<file path="src/design/cgmii_pkg.sv">
`default_nettype none

package cgmii_pkg;

	localparam int FIFO_DEPTH    = 8;                      // Buffer entries and initial credits
	localparam int FIFO_PTR_NBIT = $clog2(FIFO_DEPTH);     // Read and write pointer width
	localparam int CREDIT_NBIT   = 4;                      // Holds 0 up to FIFO_DEPTH
	localparam int IDLE_NBIT     = 5;
	localparam int DATA_NBIT     = 8;
	localparam int COUNT_NBIT    = 16;                     // Frame and error counters

	// Control characters sent with ctrl high
	localparam logic [7:0] CHAR_IDLE  = 8'h07;
	localparam logic [7:0] CHAR_TERM  = 8'hFD;
	localparam logic [7:0] CHAR_ERROR = 8'hFE;

	// Frame machine states
	typedef enum logic [2:0] {
		ST_INIT = 3'd0,                                    // Latch frame lengths
		ST_TX_C = 3'd1,                                    // Control idles
		ST_TX_D = 3'd2,                                    // Data bytes
		ST_TX_T = 3'd3,                                    // Terminate
		ST_TX_E = 3'd4                                     // Error character
	} tx_state_t;

	// Debug opcodes that force the next state
	typedef enum logic [2:0] {
		DBG_NONE        = 3'd0,
		DBG_FORCE_ERROR = 3'd1,
		DBG_FORCE_IDLE  = 3'd2,
		DBG_FORCE_DATA  = 3'd3,
		DBG_FORCE_TERM  = 3'd4
	} debug_op_t;

endpackage

`default_nettype wire

</file>
<file path="src/design/char_link_if.sv">
`timescale 1ns/1ps
`default_nettype none

// One character per cycle downstream, one credit per freed entry upstream
interface char_link_if;

	logic       valid;       // Character present this cycle
	logic [7:0] data;        // Byte value
	logic       ctrl;        // High for control characters
	logic       credit;      // One-cycle pulse per freed entry

	modport source (
		output valid,
		output data,
		output ctrl,
		input  credit
	);

	modport sink (
		input  valid,
		input  data,
		input  ctrl,
		output credit
	);

endinterface

`default_nettype wire

</file>
<file path="src/design/cgmii_frame_fsm.sv">
`timescale 1ns/1ps
`default_nettype none

module cgmii_frame_fsm (
	input  wire logic                             i_clock,
	input  wire logic                             i_reset,
	input  wire logic [cgmii_pkg::IDLE_NBIT-1:0]  i_nidle,
	input  wire logic [cgmii_pkg::DATA_NBIT-1:0]  i_ndata,
	input  wire cgmii_pkg::debug_op_t             i_debug,
	char_link_if.source                           link
);

	cgmii_pkg::tx_state_t              state;
	cgmii_pkg::tx_state_t              state_next;
	logic [cgmii_pkg::IDLE_NBIT-1:0]   idle_cnt;
	logic [cgmii_pkg::IDLE_NBIT-1:0]   idle_cnt_next;
	logic [cgmii_pkg::DATA_NBIT-1:0]   data_cnt;
	logic [cgmii_pkg::DATA_NBIT-1:0]   data_cnt_next;
	logic [cgmii_pkg::IDLE_NBIT-1:0]   n_idle;         // Latched idle length of at least one
	logic [cgmii_pkg::DATA_NBIT-1:0]   n_data;         // Latched data length of at least one
	logic [cgmii_pkg::CREDIT_NBIT-1:0] credits;
	logic                              can_send;
	logic                              emit;
	logic [7:0]                        char_data;
	logic                              char_ctrl;

	assign can_send = (credits != '0);

	always_comb begin
		state_next    = state;
		idle_cnt_next = idle_cnt;
		data_cnt_next = data_cnt;
		emit          = 1'b0;
		char_data     = cgmii_pkg::CHAR_IDLE;
		char_ctrl     = 1'b1;

		case (state)
			cgmii_pkg::ST_INIT: begin
				state_next = cgmii_pkg::ST_TX_C;        // Nothing sent here
			end
			cgmii_pkg::ST_TX_C: begin
				emit = can_send;
				if (can_send) begin
					if (idle_cnt == n_idle - 1'b1) begin
						idle_cnt_next = '0;
						state_next    = cgmii_pkg::ST_TX_D;
					end else begin
						idle_cnt_next = idle_cnt + 1'b1;
					end
				end
			end
			cgmii_pkg::ST_TX_D: begin
				emit      = can_send;
				char_data = data_cnt;                   // Bytes count up from zero
				char_ctrl = 1'b0;
				if (can_send) begin
					if (data_cnt == n_data - 1'b1) begin
						data_cnt_next = '0;
						state_next    = cgmii_pkg::ST_TX_T;
					end else begin
						data_cnt_next = data_cnt + 1'b1;
					end
				end
			end
			cgmii_pkg::ST_TX_T: begin
				emit      = can_send;
				char_data = cgmii_pkg::CHAR_TERM;
				if (can_send)
					state_next = cgmii_pkg::ST_INIT;
			end
			cgmii_pkg::ST_TX_E: begin
				emit      = can_send;
				char_data = cgmii_pkg::CHAR_ERROR;
				if (can_send) begin
					idle_cnt_next = '0;
					data_cnt_next = '0;
					state_next    = cgmii_pkg::ST_TX_C;
				end
			end
			default: begin
				state_next = cgmii_pkg::ST_INIT;        // Recover from unused codes
			end
		endcase

		// Debug forcing wins over the normal next state
		case (i_debug)
			cgmii_pkg::DBG_FORCE_ERROR: begin
				state_next    = cgmii_pkg::ST_TX_E;
				idle_cnt_next = '0;
				data_cnt_next = '0;
			end
			cgmii_pkg::DBG_FORCE_IDLE: begin
				state_next    = cgmii_pkg::ST_TX_C;
				idle_cnt_next = '0;
			end
			cgmii_pkg::DBG_FORCE_DATA: begin
				state_next    = cgmii_pkg::ST_TX_D;
				data_cnt_next = '0;
			end
			cgmii_pkg::DBG_FORCE_TERM: state_next = cgmii_pkg::ST_TX_T;
			default: ;
		endcase
	end

	always_ff @(posedge i_clock) begin
		if (i_reset) begin
			state    <= cgmii_pkg::ST_INIT;
			idle_cnt <= '0;
			data_cnt <= '0;
			credits  <= cgmii_pkg::CREDIT_NBIT'(cgmii_pkg::FIFO_DEPTH);
		end else begin
			state    <= state_next;
			idle_cnt <= idle_cnt_next;
			data_cnt <= data_cnt_next;
			if (emit && !link.credit)
				credits <= credits - 1'b1;              // Entry consumed downstream
			else if (!emit && link.credit)
				credits <= credits + 1'b1;              // Entry freed downstream
		end
	end

	// Lengths sampled once per frame with zero taken as one
	always_ff @(posedge i_clock) begin
		if (state == cgmii_pkg::ST_INIT) begin
			n_idle <= (i_nidle == '0) ? cgmii_pkg::IDLE_NBIT'(1) : i_nidle;
			n_data <= (i_ndata == '0) ? cgmii_pkg::DATA_NBIT'(1) : i_ndata;
		end
	end

	assign link.valid = emit;
	assign link.data  = char_data;
	assign link.ctrl  = char_ctrl;

endmodule

`default_nettype wire

</file>
<file path="src/design/char_fifo.sv">
`timescale 1ns/1ps
`default_nettype none

module char_fifo (
	input  wire logic i_clock,
	input  wire logic i_reset,
	char_link_if.sink   in_link,
	char_link_if.source out_link
);

	logic [8:0]                          mem [cgmii_pkg::FIFO_DEPTH];   // {ctrl, byte}
	logic [cgmii_pkg::FIFO_PTR_NBIT-1:0] wr_ptr;
	logic [cgmii_pkg::FIFO_PTR_NBIT-1:0] rd_ptr;
	logic [cgmii_pkg::CREDIT_NBIT-1:0]   count;
	logic                                push;
	logic                                pop;
	logic [8:0]                          head;

	assign push = in_link.valid;                  // Credits guarantee a free slot
	assign pop  = out_link.credit && (count != '0);

	always_ff @(posedge i_clock) begin
		if (push)
			mem[wr_ptr] <= {in_link.ctrl, in_link.data};
	end

	always_ff @(posedge i_clock) begin
		if (i_reset) begin
			wr_ptr <= '0;
			rd_ptr <= '0;
			count  <= '0;
		end else begin
			if (push)
				wr_ptr <= wr_ptr + 1'b1;                 // Wraps at FIFO_DEPTH
			if (pop)
				rd_ptr <= rd_ptr + 1'b1;
			if (push && !pop)
				count <= count + 1'b1;
			else if (!push && pop)
				count <= count - 1'b1;
		end
	end

	assign head = mem[rd_ptr];

	assign out_link.valid = (count != '0);
	assign out_link.data  = head[7:0];
	assign out_link.ctrl  = head[8];

	// Every entry removed returns one credit to the producer
	assign in_link.credit = pop;

endmodule

`default_nettype wire

</file>
<file path="src/design/cgmii_tx_output.sv">
`timescale 1ns/1ps
`default_nettype none

module cgmii_tx_output (
	input  wire logic                         i_clock,
	input  wire logic                         i_reset,
	char_link_if.sink                         link,
	input  wire logic                         i_ready,
	output logic [7:0]                        o_txd,
	output logic                              o_txc,
	output logic                              o_valid,
	output logic [cgmii_pkg::COUNT_NBIT-1:0]  o_frame_count,
	output logic [cgmii_pkg::COUNT_NBIT-1:0]  o_error_count
);

	logic take;
	logic is_term;
	logic is_error;

	assign take     = link.valid && i_ready;
	assign is_term  = link.ctrl && (link.data == cgmii_pkg::CHAR_TERM);
	assign is_error = link.ctrl && (link.data == cgmii_pkg::CHAR_ERROR);

	assign link.credit = take;                        // Pops the head this cycle

	always_ff @(posedge i_clock) begin
		if (take) begin
			o_txd <= link.data;
			o_txc <= link.ctrl;
		end
	end

	always_ff @(posedge i_clock) begin
		if (i_reset) begin
			o_valid       <= 1'b0;
			o_frame_count <= '0;
			o_error_count <= '0;
		end else begin
			o_valid <= take;                             // Low the cycle after i_ready drops
			if (take && is_term)
				o_frame_count <= o_frame_count + 1'b1;
			if (take && is_error)
				o_error_count <= o_error_count + 1'b1;
		end
	end

endmodule

`default_nettype wire

</file>
<file path="src/design/cgmii_tx_top.sv">
`timescale 1ns/1ps
`default_nettype none

module cgmii_tx_top (
	input  wire logic                             i_clock,
	input  wire logic                             i_reset,
	input  wire logic [cgmii_pkg::IDLE_NBIT-1:0]  i_nidle,
	input  wire logic [cgmii_pkg::DATA_NBIT-1:0]  i_ndata,
	input  wire cgmii_pkg::debug_op_t             i_debug,
	input  wire logic                             i_ready,
	output logic [7:0]                            o_txd,
	output logic                                  o_txc,
	output logic                                  o_valid,
	output logic [cgmii_pkg::COUNT_NBIT-1:0]      o_frame_count,
	output logic [cgmii_pkg::COUNT_NBIT-1:0]      o_error_count
);

	char_link_if prod_link ();                    // Frame machine to FIFO
	char_link_if cons_link ();                    // FIFO to output stage

	cgmii_frame_fsm u_frame_fsm (
		.i_clock (i_clock),
		.i_reset (i_reset),
		.i_nidle (i_nidle),
		.i_ndata (i_ndata),
		.i_debug (i_debug),
		.link    (prod_link.source)
	);

	char_fifo u_char_fifo (
		.i_clock  (i_clock),
		.i_reset  (i_reset),
		.in_link  (prod_link.sink),
		.out_link (cons_link.source)
	);

	cgmii_tx_output u_tx_output (
		.i_clock       (i_clock),
		.i_reset       (i_reset),
		.link          (cons_link.sink),
		.i_ready       (i_ready),
		.o_txd         (o_txd),
		.o_txc         (o_txc),
		.o_valid       (o_valid),
		.o_frame_count (o_frame_count),
		.o_error_count (o_error_count)
	);

endmodule

`default_nettype wire

</file>
<file path="config.mk">
export PLATFORM = sky130hd
export DESIGN_NAME = cgmii_tx_top
export DESIGN_NICKNAME = d
export VERILOG_FILES = /design/src/design/cgmii_pkg.sv /design/src/design/char_link_if.sv /design/src/design/cgmii_frame_fsm.sv /design/src/design/char_fifo.sv /design/src/design/cgmii_tx_output.sv /design/src/design/cgmii_tx_top.sv
export SDC_FILE = /design/constraint.sdc
export NUM_CORES = 1
export LEC_CHECK = 0
export BUFFER_PORTS_ARGS = -buffer_cell sky130_fd_sc_hd__buf_2
export CAP_MARGIN = 10
export CELL_PAD_IN_SITES_DETAIL_PLACEMENT = 0
export CELL_PAD_IN_SITES_GLOBAL_PLACEMENT = 1
export CORE_ASPECT_RATIO = 0.9
export CORE_MARGIN = 3
export CORE_UTILIZATION = 45
export DETAILED_ROUTE_END_ITERATION = 10
export GPL_TIMING_DRIVEN = 0
export PLACE_DENSITY = 0.76
export REMOVE_ABC_BUFFERS = 1
export SYNTH_ARGS = -nofsm -noshare
export SYNTH_HDL_FRONTEND = slang
export SYNTH_SLANG_ARGS = --single-unit
</file>
<file path="constraint.sdc">
create_clock -name i_clock -period 3.83 [get_ports i_clock]
set_clock_uncertainty 0.1 [all_clocks]
set_input_delay 0.766 -clock i_clock [delete_from_list [all_inputs] [get_ports i_clock]]
set_output_delay 0.766 -clock i_clock [all_outputs]
set_load 0.02 [all_outputs]
</file>
==> impl_metrics.json <==
{
  "grtUsageTotal_pct": 17.1,
  "drive_above_1_share_pct": 19.4,
  "period_needed_ns": 3.47,
  "worstPathRequired_ns": 4.08,
  "finalHoldViolations": 0,
  "dieArea_um2": 18000,
  "ys_seq_elements": 160,
  "cts_num_sinks": 160,
  "worst_pin_slew_ns": 1.11,
  "antenna_found_initial": 0,
  "pin_count": 61,
  "rows": 43,
  "grt_pass1_vias": 4945,
  "synth_area_leaders": "edfxtp_1, dfxtp_1, mux4_2",
  "final_cell_mix": "edfxtp_1, dfxtp_1, buf_2",
  "clkLatencyLatePin_ns": 0.42,
  "r2r_cells": 12,
  "syn_inst": 635,
  "drc": 0,
  "critPathMaxFanout": 11,
  "first_iter_violations": 220,
  "cp_cell_sequence": "nor2_1 > and2_1 > o21ai_1 > inv_1 > ha_1 > inv_1 > ha_1 > a21o_1 > a21oi_1 > xnor2_1 > or3_1 > a21oi_1",
  "period_share_pct": 90.5,
  "fin_total_pwr_mw": 5.15,
  "r2r_end": "u_char_fifo.count[3]",
  "r2r-start": "u_frame_fsm.state[1]",
  "multi_input_area_um2": 3010,
  "setup_viol": 0,
  "fin_area_um2": 8450,
  "yosysTopAreaCellShare_pct": 38.3,
  "cts_buffers": 17,
  "placed_area_um2": 7820,
  "vias": 5036,
  "area_growth_pct": 14.6,
  "core_um2": 15700,
  "cts_tree": "done",
  "powerDensity_nw_per_um2": 609,
  "rsz0062_at_grt": "no",
  "synth.avg_cell_area_um2": 11.6,
  "synth_edf_count": 94,
  "wl_um": 14600,
  "post-cts-setup-buffer-count": 0,
  "tns_ns": 0,
  "hp-class": "reg2reg",
  "final_common_cell": "edfxtp_1",
  "grt-ovfl-total": 0,
  "die_w_um": 141,
  "slew_violations": 0,
  "dr.pass1.iters": 4,
  "hold_buffers": 0,
  "leakage_nw": 2.97,
  "crit_type": "reg2reg",
  "fmax_ghz": 0.289,
  "gp_congestion": 0.795,
  "grt_max_degree": 51,
  "area.sequential_um2": 4150,
  "r2r_slack_ns": 0.36,
  "hold_ws_ns": 0.385,
  "crit_end": "u_char_fifo.count[3]",
  "fin_nets": 716,
  "cp.arrival_ns": 3.71,
  "cp-end-kind": "register",
  "fin_ws_ns": 0.365,
  "numPortBuffers": 60,
  "worst_ir_drop_vdd_uv": 429,
  "ant_nets": 0,
  "viasPerCell": 5.61,
  "start_kind": "register",
  "initial_core_util_pct": 46.9,
  "n_fill_cell": 1321,
  "grt_first_pass_wirelength_um": 24400,
  "cp_slowest_stage_delay_ns": 0.57,
  "clock_path_buffers": 2,
  "wl_per_cell_um": 16.3,
  "antenna_cells": 0,
  "die_height_um": 127,
  "status": "complete, no violations",
  "max_cap_violations": 0,
  "cts_max_level": 4,
  "syn-cell-area_um2": 7370,
  "crit_path_top_delay_cell": "dfxtp_1",
  "synthArstFlopShare_pct": 0,
  "clk_pin_slew_ns": 0.06,
  "synth_seq_area_share_pct": 56.2,
  "synthFlopType": "edfxtp_1",
  "startpoint": "u_frame_fsm.state[1]",
  "ys_types": 63,
  "ys_warn_count": 0,
  "synth_top_area_cell": "edfxtp_1",
  "clockRootBuffer": "clkbuf_16",
  "dpl.hpwl_um": 10100,
  "preCtsSetupSlack_ns": -0.0934,
  "slew_headroom_pct": 26.1
}
==> worst max-delay path, delay by kind of cell (launching register included) <==
family,cells,cell delay (ns)
simple gates,3,0.70
flops,1,0.57
compound gates,4,0.90
xor+xnor,1,0.09
fa+ha+maj,2,0.59
buf+inv,2,0.45
==> state kept, by name (all words and copies together), names as in the netlist, 4 cells and up, named ones only <==
name and flops:
u_char_fifo.mem 72, u_tx_output.o_error_count 16, u_tx_output.o_frame_count 16, u_frame_fsm.data_cnt 8, u_frame_fsm.n_data 8, u_tx_output.o_txd 8
u_frame_fsm.idle_cnt 5, u_frame_fsm.n_idle 5, u_char_fifo.count 4, u_frame_fsm.credits 4
==> layer usage <==
metal | part of all wire, % | vias to the layer above | track usage (%)
li1 | - | 2481 | -
met3 | 4.2 | 18 | 5.09
met5 | 0 | - | 0
met2 | 49 | 75 | 28.0
met4 | 1.4 | 0 | 5.53
met1 | 45 | 2462 | 22.0
==> worst min-delay path by stage <==
stage                                         end  cells past startpoint  slack, ns                           from
detailed placement  u_tx_output.o_error_count[15]                      2       0.38  u_tx_output.o_error_count[15]
CTS                 u_tx_output.o_error_count[15]                      2       0.39  u_tx_output.o_error_count[15]
global route                u_frame_fsm.n_idle[1]                      1       0.41                     i_nidle[1]
floorplan                                register                      2       0.35          u_char_fifo.rd_ptr[1]
global placement    u_tx_output.o_frame_count[15]                      2       0.36  u_tx_output.o_frame_count[15]
finish                      u_char_fifo.rd_ptr[1]                      2       0.39          u_char_fifo.rd_ptr[1]
==> layout make-up <==
| type | count | share of cell area [%] |
|---|---|---|
| inverter | 26 | 1.16 |
| clock buffer | 17 | 5.04 |
| tap | 202 | 2.99 |
| multi-input combinational | 414 | 35.7 |
| sequential | 160 | 49.1 |
| clock inverter | 15 | 2.15 |
| timing repair buffer | 63 | 3.91 |
==> power breakdown <==
part,switching [mW],internal [mW],total [mW]
clock,0.691,1.03,1.72
sequential,0.177,2.10,2.28
combinational,0.657,0.491,1.15
total,1.52,3.62,5.15
==> cells in the mapped netlist (4+ instances only) <==
cell,n
xor2_1,16
mux4_2,18
nor4_1,4
nand2_1,40
xnor2_1,20
nor3_1,12
a21o_1,4
nor3b_1,4
and4_1,4
and2_1,4
clkbuf_1,26
o32ai_1,4
nand3_1,13
dfxtp_1,66
nor2_1,54
or3_1,28
ha_1,13
inv_1,26
nand2b_1,8
nand4_1,11
a21oi_1,38
nor2b_1,4
a211oi_1,4
edfxtp_1,94
mux2_2,7
o21ai_0,34
and3_1,6
mux2i_1,8
o2111ai_1,7
==> through the flow <==
| step | instances | utilization (%) |
|---|---|---|
| floorplan | 600 | - |
| global placement | 862 | 49.4 |
| detailed placement | 864 | 49.8 |
| CTS | 896 | 53.7 |
| global route | 897 | 53.8 |
| finish | 897 | 53.8 |
==> repair_timing <==
| action | 4_1_cts | 5_1_grt |
|---|---|---|
| gates resized for setup | 1 | 1 |
| setup endpoints to repair | 1 | 1 |
| gates cloned | 0 | 0 |
==> cell families (layout without fill, tap and decap cells) <==
family | Yosys count | after routing | share of synthesized area, %
and+or+nand+nor | 208 | 208 | 15.0
muxes | 33 | 33 | 7.65
DFF | 160 | 160 | 56.2
adders and majority gates | 15 | 15 | 2.75
AOI/OAI and AO/OA | 122 | 122 | 10.6
xor gates and xnor gates | 36 | 36 | 4.28
buffers and inverters | 61 | 121 | 3.50
Note: power is estimated with default switching activity, not from simulation.
